===== src/source/pixel_format_pkg.sv =====
// Pixel formats
// Sample, colour and stored-word types
`default_nettype none

package pixel_format_pkg;

  // Sensor sample width
  parameter int raw_width = 12;

  typedef logic [raw_width-1:0] raw_pixel_t;  // One Bayer sample
  typedef logic [7:0]           colour8_t;    // 8-bit colour or hue
  typedef logic [11:0]          coord_t;      // Column or row count
  typedef logic [15:0]          pixel_word_t; // Frame store word

  // Output mux opcode
  typedef enum logic {
    mode_rgb555 = 1'b0,  // 0 + 5:5:5 colour
    mode_hue    = 1'b1   // 8 zero bits + hue
  } output_mode_t;

endpackage

`default_nettype wire


===== src/source/rgb_to_hue.sv =====
// RGB to hue, two stages
`default_nettype none
`timescale 1ns/1ps

module rgb_to_hue
  import pixel_format_pkg::*;
(
  input  logic       ccd_pixel_clk,
  input  logic       video_stream_reset_n,
  input  raw_pixel_t red,
  input  raw_pixel_t green,
  input  raw_pixel_t blue,
  input  logic       rgb_valid,
  output colour8_t   hue,
  output logic       hue_valid
);

  // Which channel is largest
  localparam logic [1:0] sel_red   = 2'd0;
  localparam logic [1:0] sel_green = 2'd1;
  localparam logic [1:0] sel_blue  = 2'd2;

  colour8_t r8, g8, b8;        // Top bits only
  colour8_t max_c, min_c;
  logic [1:0] max_sel_c;

  // Stage 1 registers
  colour8_t          max_q, min_q, delta_q;
  logic [1:0]        max_sel_q;
  logic signed [8:0] num_q;    // Colour difference for the hue sector
  logic              valid_q;

  // Stage 2 arithmetic
  logic signed [15:0] num_ext, scaled, divisor, quotient;
  colour8_t           offset;

  assign r8 = red[raw_width-1 -: 8];
  assign g8 = green[raw_width-1 -: 8];
  assign b8 = blue[raw_width-1 -: 8];

  // ========================================
  // Stage 1, max / min / delta
  // ========================================
  always_comb begin
    if (r8 >= g8 && r8 >= b8) max_sel_c = sel_red;  // Ties favour red
    else if (g8 >= b8) max_sel_c = sel_green;       // then green
    else max_sel_c = sel_blue;
    max_c = (max_sel_c == sel_red) ? r8 : (max_sel_c == sel_green) ? g8 : b8;
    min_c = (r8 <= g8 && r8 <= b8) ? r8 : (g8 <= b8) ? g8 : b8;
  end

  always_ff @(posedge ccd_pixel_clk) begin
    max_q     <= max_c;
    min_q     <= min_c;
    delta_q   <= max_c - min_c;
    max_sel_q <= max_sel_c;
    case (max_sel_c)
      sel_red:   num_q <= $signed({1'b0, g8}) - $signed({1'b0, b8});
      sel_green: num_q <= $signed({1'b0, b8}) - $signed({1'b0, r8});
      default:   num_q <= $signed({1'b0, r8}) - $signed({1'b0, g8});
    endcase
  end

  // ========================================
  // Stage 2, sector offset plus 43*num/delta
  // ========================================
  always_comb begin
    num_ext  = num_q;                          // Sign extend
    scaled   = num_ext * 16'sd43;
    divisor  = (delta_q == 8'd0) ? 16'sd1 : $signed({8'd0, delta_q});  // No div by 0
    quotient = scaled / divisor;               // Truncates toward zero
    case (max_sel_q)
      sel_red:   offset = 8'd0;
      sel_green: offset = 8'd85;
      default:   offset = 8'd171;
    endcase
  end

  always_ff @(posedge ccd_pixel_clk) begin
    if (max_q == min_q) hue <= 8'd0;            // Grey, no hue
    else hue <= offset + quotient[7:0];         // Wraps modulo 256
  end

  always_ff @(posedge ccd_pixel_clk) begin
    if (!video_stream_reset_n) begin
      valid_q   <= 1'b0;
      hue_valid <= 1'b0;
    end else begin
      valid_q   <= rgb_valid;
      hue_valid <= valid_q;
    end
  end

endmodule

`default_nettype wire


===== config.mk =====
export PLATFORM = sky130hd
export DESIGN_NAME = rgb_to_hue
export DESIGN_NICKNAME = d
export VERILOG_FILES = /design/src/source/pixel_format_pkg.sv /design/src/source/rgb_to_hue.sv
export SDC_FILE = /design/constraint.sdc
export NUM_CORES = 1
export LEC_CHECK = 0
export BUFFER_PORTS_ARGS = -buffer_cell sky130_fd_sc_hd__buf_4
export CORE_MARGIN = 5
export CORE_UTILIZATION = 42
export CTS_BUF_LIST = sky130_fd_sc_hd__clkbuf_4 sky130_fd_sc_hd__clkbuf_8
export DETAILED_ROUTE_END_ITERATION = 7
export PLACE_DENSITY = 0.63
export SYNTH_ARGS = -nofsm -noshare
export SYNTH_HDL_FRONTEND = slang
export SYNTH_SLANG_ARGS = --single-unit
export TNS_END_PERCENT = 5

===== constraint.sdc =====
create_clock -name ccd_pixel_clk -period 43.4 [get_ports ccd_pixel_clk]
set_clock_uncertainty 0.2 [all_clocks]
set_input_delay 2.17 -clock ccd_pixel_clk [delete_from_list [all_inputs] [get_ports ccd_pixel_clk]]
set_output_delay 2.17 -clock ccd_pixel_clk [all_outputs]
set_load 0.05 [all_outputs]

* Word level (Yosys, flattened, before mapping) *
Cells that the tools add are included.
Widths: inputs -> output; s select.

storage, ports and cells
  flip-flop bits (word level) = 45
  input bits = 39
  output and inout bits = 9

operators by class
  add/subtract/negate cells = 5
  $mul = 1
  div/mod/pow operators = 1
  order comparisons = 6
  eq/ne operators = 3
  muxes and demuxes = 9
  reductions and logical operators = 5

operator list
  kind                  number
  $mux 8                5
  $sub 8x8->9           3
  $ge 8x8->1            3
  $le 8x8->1            3
  $pmux 9 s2            1
  $div 16x16->16        1
  $mul 9x7->16 const B  1
  $pmux 8 s2            1
  $add 8x8->8           1
  $eq 8x8->1            1
  $logic_not 8->1       1
  $sub 8x8->8           1
  $eq 2x1->1 const B    2
  $logic_not 2->1       2
  $mux 2                2
  $logic_and 1x1->1     2

* Longest topological paths before layout *
Gate-level depths: netlist of the first run.

  word-level depth = 7
  mapped depth = 194

* Worst setup path after synthesis of the first run *
No wires, ideal clock.

  path kind = flip-flop to flip-flop
  start point = reg num_q[7]
  end point = reg hue[7]
  setup time = 0.129 ns
  arrival time = 35.890 ns
  data required time = 43.071 ns
  slack = 7.181 ns
  cell stages (with the launch flop) = 180
  path through = dfxtp_1 inv_1 ha_1 inv_1 ha_1 fa_1 inv_1 fa_1 inv_1 ha_1 clkbuf_1 nand3_1 a211o_1 a2111oi_0 nor3_2 nor3_1 nand3_1 inv_1 [... 144 more ...] a2111o_1 or2_1 a221oi_1 ha_1 nor2_1 a31oi_1 ha_1 a21o_1 a21o_1 a21o_1 a21oi_1 o21bai_1 a21oi_1 xnor2_1 xnor2_1 nor3_1 a22oi_1 nand3_1

on the way
  cells in the longest elaborated chain, start to end = 3

ends and longest elaborated chain
  element                 RTL line          text
  start, declared         rgb_to_hue.sv:30  logic signed [8:0] num_q;
  start signal, assigned  rgb_to_hue.sv:58  sel_red: num_q <= $signed({1'b0, g8}) - $signed({1'b0, b8});
  start signal, assigned  rgb_to_hue.sv:59  sel_green: num_q <= $signed({1'b0, b8}) - $signed({1'b0, r8});
  start signal, assigned  rgb_to_hue.sv:60  default: num_q <= $signed({1'b0, r8}) - $signed({1'b0, g8});
  $mul 9x7->16            rgb_to_hue.sv:69  scaled = num_ext * 16'sd43;
  $div 16x16->16          rgb_to_hue.sv:71  quotient = scaled / divisor;
  $add 8x8->8             rgb_to_hue.sv:81  else hue <= offset + quotient[7:0];
  end signal, assigned    rgb_to_hue.sv:81
  end, declared           rgb_to_hue.sv:14  output colour8_t hue,

Every way passes these cells.
A chain may end at the register's enable or synchronous reset.

* Worst setup path in the final report of the first run *
  start point = reg num_q[8]
  end point = reg hue[7]

Same word-level chain as after synthesis.

==> impl_metrics.ini, run 1 <==
[timing]
report.final.hold_viol_count = 0
slew_headroom_pct = 46.9
period_needed_ns = 40.61
setup_viol = 0
worst-slew-pin-transition_ns = 0.790
max_freq_ghz = 0.0246
maxSlewViolCount = 0
period_share_pct = 93.6

[route]
drt_wl_total_mm = 27.0
drc = 0
wl_per_cell_um = 15.3
routed_via_density = 5.65
dr.pass1.iters = 5
met2WireLength_mm = 12.9
dr_wl_met3_um = 812
vias = 9966
top_layer_used = met4
drt_iter0_drc = 561
drt-met1-wl_mm = 13.0
drtAntennaViolNets = 0

[grt]
grt_pass1_wl_mm = 45.5
grt_overflow = 0
grt_use_total_pct = 18.7
antenna_found_initial = 0
grt_pass1_vias = 9623
grt_max_degree = 37

[logic_synthesis]
synth_area_leader_cell = ha_1
synth.distinct_cells = 85
syn_area_per_cell_um2 = 7.51
synth-edff-count = 0
synth_most_common_cell = ha_1
synthTopCellsByArea = ha_1, dfxtp_1, xnor2_1
yosys-top-cells-count = ha_1, inv_1, nor2_1
synth_ff_type = dfxtp_1
synth_top_area_share_pct = 20.7
yosysWarnings = 0
async_flop_share_pct = 0
yosys_register_bits = 45
synthesis.nets = 1635
synthesis.area_um2 = 10500
seq_area_frac_synth_pct = 8.55
synth_cells = 1403

[finish]
n_antenna_cell = 0
nNetsFinal = 1665
area.growth.synth_to_final_pct = 7.85
drive_gt1_share_pct = 8.65
fill_cells = 2581
final_area_um2 = 11400
final-instance-count-excl-fill = 1764

[setup_path]
r2r_start = num_q[8]
cp_slowest_stage_delay_ns = 0.60
critPathKind = reg -> reg
required_ns = 43.38
worstPathArrival_ns = 40.59
cp_slowest_cell = and4_1
critPathLaunchType = flop
crit_path_frequent_cell = o21a_1
endpoint_kind = flop
cp-startpoint = num_q[8]
crit_path_max_fanout = 19

[die]
row_count = 58
ios = 48
die_h_um = 168
die_area_um2 = 28400
start_util_pct = 42.2
core_area_um2 = 25000
die_w_um = 168

[run]
max_cap_viol_count = 0

[placed_design]
dp_hpwl_mm = 22.3
dpl_cell_area_um2 = 11200
portBuffers = 35
dp_cells = 1748
gp_congestion = 0.860

[run_status]
status = finished, final reports clean

[cts]
cts_tree = built
postCtsHoldBufs = 0
clk_path_buf_depth = 2
numCtsBuffers = 5
clk_latency_ns = 0.31
cts_root_buffer = clkbuf_8
cts.sinks = 45
h-tree-depth = 2
clk_pin_slew_ns = 0.10

[worst_hold_path]
worst_hold_path_type = reg -> reg
hold_start = valid_q
[cell usage in the layout, fill, tap and decap left out, drive strengths merged, types with 30 or more instances in the layout]
cell,count
nand2,108
o21a,52
ha,174
dfxtp,45
nor2,118
xnor2,66
inv,118
a21oi,96
o21ai,70
o31ai,32
buf,51
nor3,54
nand3,30
a21o,46
xor2,31
[state kept, by name, summed over array words and instances, names as in the netlist]
register,cells
num_q,9
delta_q,8
hue,8
max_q,8
min_q,8
max_sel_q,2
hue_valid,1
valid_q,1
[critical path, delay by kind of cell (launching register included)]
family | cells | cell delay (ns)
adder cells (fa/ha/maj) | 23 | 7.47
AND/OR/NAND/NOR | 42 | 8.30
XOR/XNOR | 2 | 0.37
multiplexers | 6 | 1.87
flip-flops | 1 | 0.55
buffers and inverters | 9 | 1.48
AO/OA/AOI/OAI | 95 | 20.18
[cell type report]
class,count,area [um2],share of cell area (%)
inverter,117,439,3.87
timing repair buffer,51,395,3.48
tap,330,413,3.63
clock buffer,5,68.8,0.606
multi-input combinational,1213,9120,80.3
sequential,45,901,7.93
clock inverter,3,21.3,0.187
[final timing paths]
check                    to  slack, ns  cells after the start
hold reg to reg   hue_valid       0.24                      1
setup / recovery     hue[7]       2.79                    177
hold / removal    hue_valid       0.24                      1
setup reg to reg     hue[7]       2.79                    177
[stage by stage]
| step | worst slack [ns] | TNS (ns) | hold slack [ns] | utilization, % |
|---|---|---|---|---|
| 2_1_floorplan | 7.18 | 0 | 0.206 | - |
| 3_3_place_gp | 2.22 | 0 | 0.208 | 44.7 |
| 3_5_place_dp | 1.76 | 0 | 0.218 | 44.7 |
| 4_1_cts | 1.52 | 0 | 0.241 | 45.0 |
| 5_1_grt | -0.0575 | -0.0575 | 0.277 | 45.5 |
| 6_report | 2.79 | 0 | 0.236 | 45.5 |
[cells by family after synthesis]
family / after synthesis / share of synthesized area, %
and+or+nand+nor: 458 / 21.8
AOI/OAI and AO/OA: 415 / 27.0
adders and majority gates: 194 / 24.4
buffers and inverters: 145 / 5.28
xor gates and xnor gates: 97 / 8.06
muxes: 49 / 4.96
DFF: 45 / 8.55
[per-layer routing]
| metal | GRT usage, % | vias up |
|---|---|---|
| li1 | - | 5180 |
| met1 | 25.1 | 4603 |
| met2 | 33.0 | 160 |
| met3 | 1.57 | 23 |
| met4 | 3.46 | 0 |
| met5 | 0 | - |
[timing repair]
action	in CTS	in global routing
buffers inserted	0	8
gates resized for setup	0	10
endpoints found under the setup margin	0	7
Power of run 1 is not shown: default switching activity piles up to over one toggle a cycle in this logic, so the estimate is an artifact.
==> run 2: changes to the inputs <==
ABC_AREA = 1   (was default)
PLACE_DENSITY = 0.58   (was 0.63)
==> run 2 against run 1 <==
  * Maximum frequency up 7.1%
  * Global-route usage down 1.2 points
  * Die area down 3.1%
  * Synthesized area down 3.3%
  * Core utilization down 0.19 points
  * Sequential share of layout area up 0.32 points
  * Synthesized cell count up 13%
  * Non-clock buffer count down 14
  * Critical path depth up 63
  * Count of clock-buffer cells in the layout up 2
  * Flip-flop and latch count unchanged
  * Via count down 3.9%
  * Critical endpoint unchanged
  * Highest routed layer unchanged
==> impl_metrics.ini, run 2 <==
[run_status]
status = finished, final reports clean

[cts]
postCtsHoldBufs = 0
post-cts-setup-buffer-count = 0
h-tree-depth = 2
cts.repair.resized = 0
clk_path_buf_depth = 2
cts_tree = built
clk_pin_slew_ns = 0.09
numCtsBuffers = 5
clk_latency_ns = 0.31
cts_root_buffer = clkbuf_8
cts.sinks = 45

[timing]
rsz0062_at_grt = false
setup_viol = 0
slew_headroom_pct = 52.4
period_share_pct = 87.4
period_needed_ns = 37.93
report.final.hold_viol_count = 0
worst-slew-pin-transition_ns = 0.707
max_freq_ghz = 0.0264
maxSlewViolCount = 0
setup_tns_ns = 0

[setup_path]
critPathLaunchType = flop
required_ns = 43.41
cp_slowest_cell = fa_1
r2r_start = num_q[7]
cp-startpoint = num_q[7]
critPathKind = reg -> reg
crit_path_frequent_cell = nand2_1
crit_path_max_fanout = 17
cp_slowest_stage_delay_ns = 0.54
endpoint_kind = flop
worstPathArrival_ns = 37.94

[finish]
multi_input_area_um2 = 8150
largest_register_ffs = 9
regMostFlops = num_q
final_cell_mix = nand2_1, inv_1, ha_1
area.growth.synth_to_final_pct = 7.25
drive_gt1_share_pct = 10.0
n_antenna_cell = 0
seq_area_um2 = 901
nNetsFinal = 1841
final_area_um2 = 10900
fill_cells = 2639
final-instance-count-excl-fill = 1934
final_core_util_pct = 45.3
layout_commonest_cell = nand2_1

[logic_synthesis]
synth_most_common_cell = nand2_1
synth.distinct_cells = 51
async_flop_share_pct = 0
syn_area_per_cell_um2 = 6.45
synthesis.nets = 1812
synth_top_area_share_pct = 21.4
seq_area_frac_synth_pct = 8.84
synth_ff_type = dfxtp_1
yosys-top-cells-count = nand2_1, inv_1, ha_1
yosys_register_bits = 45
synth_cells = 1580
yosysWarnings = 0
synth-edff-count = 0
synth_area_leader_cell = ha_1
synthTopCellsByArea = ha_1, nand2_1, inv_1
synthesis.area_um2 = 10200

[die]
core_area_um2 = 24100
die_area_um2 = 27500
start_util_pct = 42.3
die_h_um = 166
ios = 48
row_count = 57
die_w_um = 166

[grt]
grt_overflow = 0
antenna_found_initial = 0
grt_pass1_vias = 9227
grt_use_total_pct = 17.5
grt_max_degree = 18
grt_pass1_wl_mm = 42.0

[route]
routed_via_density = 4.95
wl_per_cell_um = 12.6
drtAntennaViolNets = 0
drt_wl_total_mm = 24.3
dr.pass1.iters = 7
drc = 0
drt_iter0_drc = 390
vias = 9577

[placed_design]
gp_congestion = 0.862
dpl_cell_area_um2 = 10800
dp_hpwl_mm = 21.1
dp_cells = 1926
portBuffers = 35

[worst_hold_path]
hold_start = valid_q
worst_hold_path_type = reg -> reg

[run]
max_cap_viol_count = 0
[run 2: through the flow]
step / hold WS [ns] / setup slack, ns
global placement: 0.209 / 6.12
detailed placement: 0.214 / 5.51
floorplan: 0.186 / 10.08
finish: 0.223 / 5.47
CTS: 0.229 / 5.45
global route: 0.243 / 1.29
[run 2: final cells by class]
class,count,area share [%]
Tap cell,324,3.71
Timing Repair Buffer,37,2.54
Inverter,286,9.85
Sequential cell,45,8.24
Multi-Input combinational cell,1234,74.6
Clock inverter,1,0.275
Clock buffer,7,0.824
[run 2: cell families after synthesis]
| family | Yosys count | synth area share [%] |
|---|---|---|
| flops | 45 | 8.84 |
| compound gates | 250 | 14.7 |
| simple gates | 695 | 31.9 |
| xor+xnor | 96 | 8.25 |
| fa+ha+maj | 193 | 25.1 |
| buf+inv | 301 | 11.2 |
[run 2: path summary, 6_finish.rpt]
kind                             endpoint  depth (start not counted)  slack (ns)
worst min register to register  hue_valid                          2        0.22
worst max-delay path               hue[7]                        240        5.47
worst min-delay path            hue_valid                          2        0.22
worst max register to register     hue[7]                        240        5.47
[run 2: worst max-delay path, delay by kind of cell, from the launching register on]
family / cells / cell delay (ns)
AOI/OAI and AO/OA: 84 / 14.46
DFF: 1 / 0.46
adders and majority gates: 23 / 7.46
and+or+nand+nor: 88 / 10.10
xor gates and xnor gates: 3 / 0.70
buffers and inverters: 42 / 4.33
[run 2: per-layer routing]
layer	vias to the layer above	part of all wire (%)	global-route usage, %
met2	99	46	31.1
met4	0	0.85	2.55
li1	5179	-	-
met5	-	0	0
met1	4285	51	24.0
met3	14	2.8	1.19
Power of run 2 is left out for the same reason.
==> run 3: changes to the inputs <==
BUFFER_PORTS_ARGS = -buffer_cell sky130_fd_sc_hd__buf_2   (was -buffer_cell sky130_fd_sc_hd__buf_4)
GPL_TIMING_DRIVEN = 0   (was default)
TNS_END_PERCENT = default   (was 5)
==> run 3 against run 2 <==
  * Flip-flop and latch count unchanged
  * Final area decreased by 0.18%
  * Global-route usage decreased by 0.21 points
  * Worst hold slack got worse by 0.0073 ns
  * Highest routed layer unchanged
  * Largest cell class unchanged
  * Critical path depth increased by 5
  * Final cell count increased by 0.67%
  * Setup slack got worse by 0.86 ns
==> impl_metrics.ini, run 3 (synthesized netlist as in run 2, its figures left out) <==
[setup_path]
crit_path_frequent_cell = nand2_1
critPathLaunchType = flop
endpoint_kind = flop
critPathKind = reg -> reg
cp_slowest_cell = fa_1
worstPathArrival_ns = 38.79
cp_slowest_stage_delay_ns = 0.54
crit_path_max_fanout = 16
crit_family = compound AO/OA/AOI/OAI gates
cp.buffers_inverters = 49
required_ns = 43.40

[cts]
clk_latency_ns = 0.30
clk_path_buf_depth = 2
h-tree-depth = 2
cts.repair.resized = 0
cts.sinks = 45
clk_pin_slew_ns = 0.08
cts_tree = built
cts_root_buffer = clkbuf_8
numCtsBuffers = 5

[grt]
grt_pass1_wl_mm = 41.6
grt_max_degree = 16
grt_use_total_pct = 17.3
antenna_found_initial = 0
grt_overflow = 0
grt_pass1_vias = 9214

[run]
max_cap_viol_count = 0

[die]
row_count = 57
ios = 48
core_area_um2 = 24100
die_w_um = 166
start_util_pct = 42.3
die_h_um = 166
die_area_um2 = 27500

[timing]
period_share_pct = 89.4
setup_tns_ns = 0
max_freq_ghz = 0.0258
setup_viol = 0
report.final.hold_viol_count = 0
rsz0062_at_grt = false
slew_headroom_pct = 56.0
worst-slew-pin-transition_ns = 0.659
period_needed_ns = 38.79
maxSlewViolCount = 0

[placed_design]
portBuffers = 35
dp_hpwl_mm = 20.9
gp_congestion = 0.917

[finish]
regMostFlops = num_q
drive_gt1_share_pct = 9.98
area.growth.synth_to_final_pct = 7.05
largest_register_ffs = 9
layout_commonest_cell = nand2_1
nNetsFinal = 1854
fill_cells = 2630
final_cell_mix = nand2_1, inv_1, ha_1
n_antenna_cell = 0

[run_status]
status = finished, final reports clean

[route]
vias = 9672
wl_per_cell_um = 12.4
routed_via_density = 4.97
drt_wl_total_mm = 24.1
drtAntennaViolNets = 0
drc = 0
dr.pass1.iters = 5
drt_iter0_drc = 375

[worst_hold_path]
worst_hold_path_type = reg -> reg
[run 3: changes by cell type in the layout (fill, tap and decap cells not counted), sizes merged]
cell and delta:
clkinv +1, bufinv +1, buf +2, clkbuf +9
[run 3: layout make-up]
type / count / area (um2) / share of cell area, %
Buffer: 14 / 61.3 / 0.562
Clock buffer: 5 / 68.8 / 0.631
Clock inverter: 3 / 65.1 / 0.597
Inverter: 286 / 1080 / 9.87
Multi-Input combinational cell: 1234 / 8150 / 74.7
Sequential cell: 45 / 901 / 8.26
Tap cell: 324 / 405 / 3.72
Timing Repair Buffer: 36 / 183 / 1.67
[run 3: final timing paths]
| check | startpoint | to | slack (ns) | depth (start not counted) |
|---|---|---|---|---|
| worst max register to register | num_q[7] | hue[7] | 4.61 | 245 |
| worst max-delay path | num_q[7] | hue[7] | 4.61 | 245 |
| worst min-delay path | valid_q | hue_valid | 0.22 | 2 |
| worst min register to register | valid_q | hue_valid | 0.22 | 2 |
[run 3: worst reg2reg max path: cells and delay by family (launching register included)]
| family | cells | cell delay (ns) |
|---|---|---|
| simple gates | 86 | 9.72 |
| compound gates | 84 | 14.60 |
| buf+inv | 49 | 5.87 |
| fa+ha+maj | 23 | 7.38 |
| flops | 1 | 0.42 |
| xor+xnor | 3 | 0.54 |
[run 3: per-stage QoR]
| step | cells | setup WS (ns) | hold WS, ns | area, um2 | utilization [%] |
|---|---|---|---|---|---|
| after floorplan | 1580 | 10.08 | 0.186 | 10200 | - |
| after detailed placement | 1940 | 4.44 | 0.207 | 10800 | 44.7 |
| after global placement | 1939 | 4.91 | 0.201 | 10800 | 44.7 |
| after CTS | 1948 | 4.24 | 0.220 | 10900 | 45.3 |
| after global routing | 1947 | 0.00985 | 0.252 | 10900 | 45.2 |
| final | 1947 | 4.61 | 0.215 | 10900 | 45.2 |
[run 3: timing repair]
| action | CTS | global route |
|---|---|---|
| hold buffers | 0 | 0 |
| hold endpoints to repair | 0 | 0 |
| setup buffers | 0 | 0 |
| endpoints found under the setup margin | 0 | 1 |
[run 3: layer usage]
layer / share of wire, % / vias up / GRT usage [%]
li1: - / 5216 / -
met1: 51 / 4341 / 23.4
met2: 46 / 98 / 31.2
met3: 1.8 / 17 / 0.928
met4: 0.88 / 0 / 2.55
met5: 0 / - / 0
Power of run 3 is left out for the same reason.
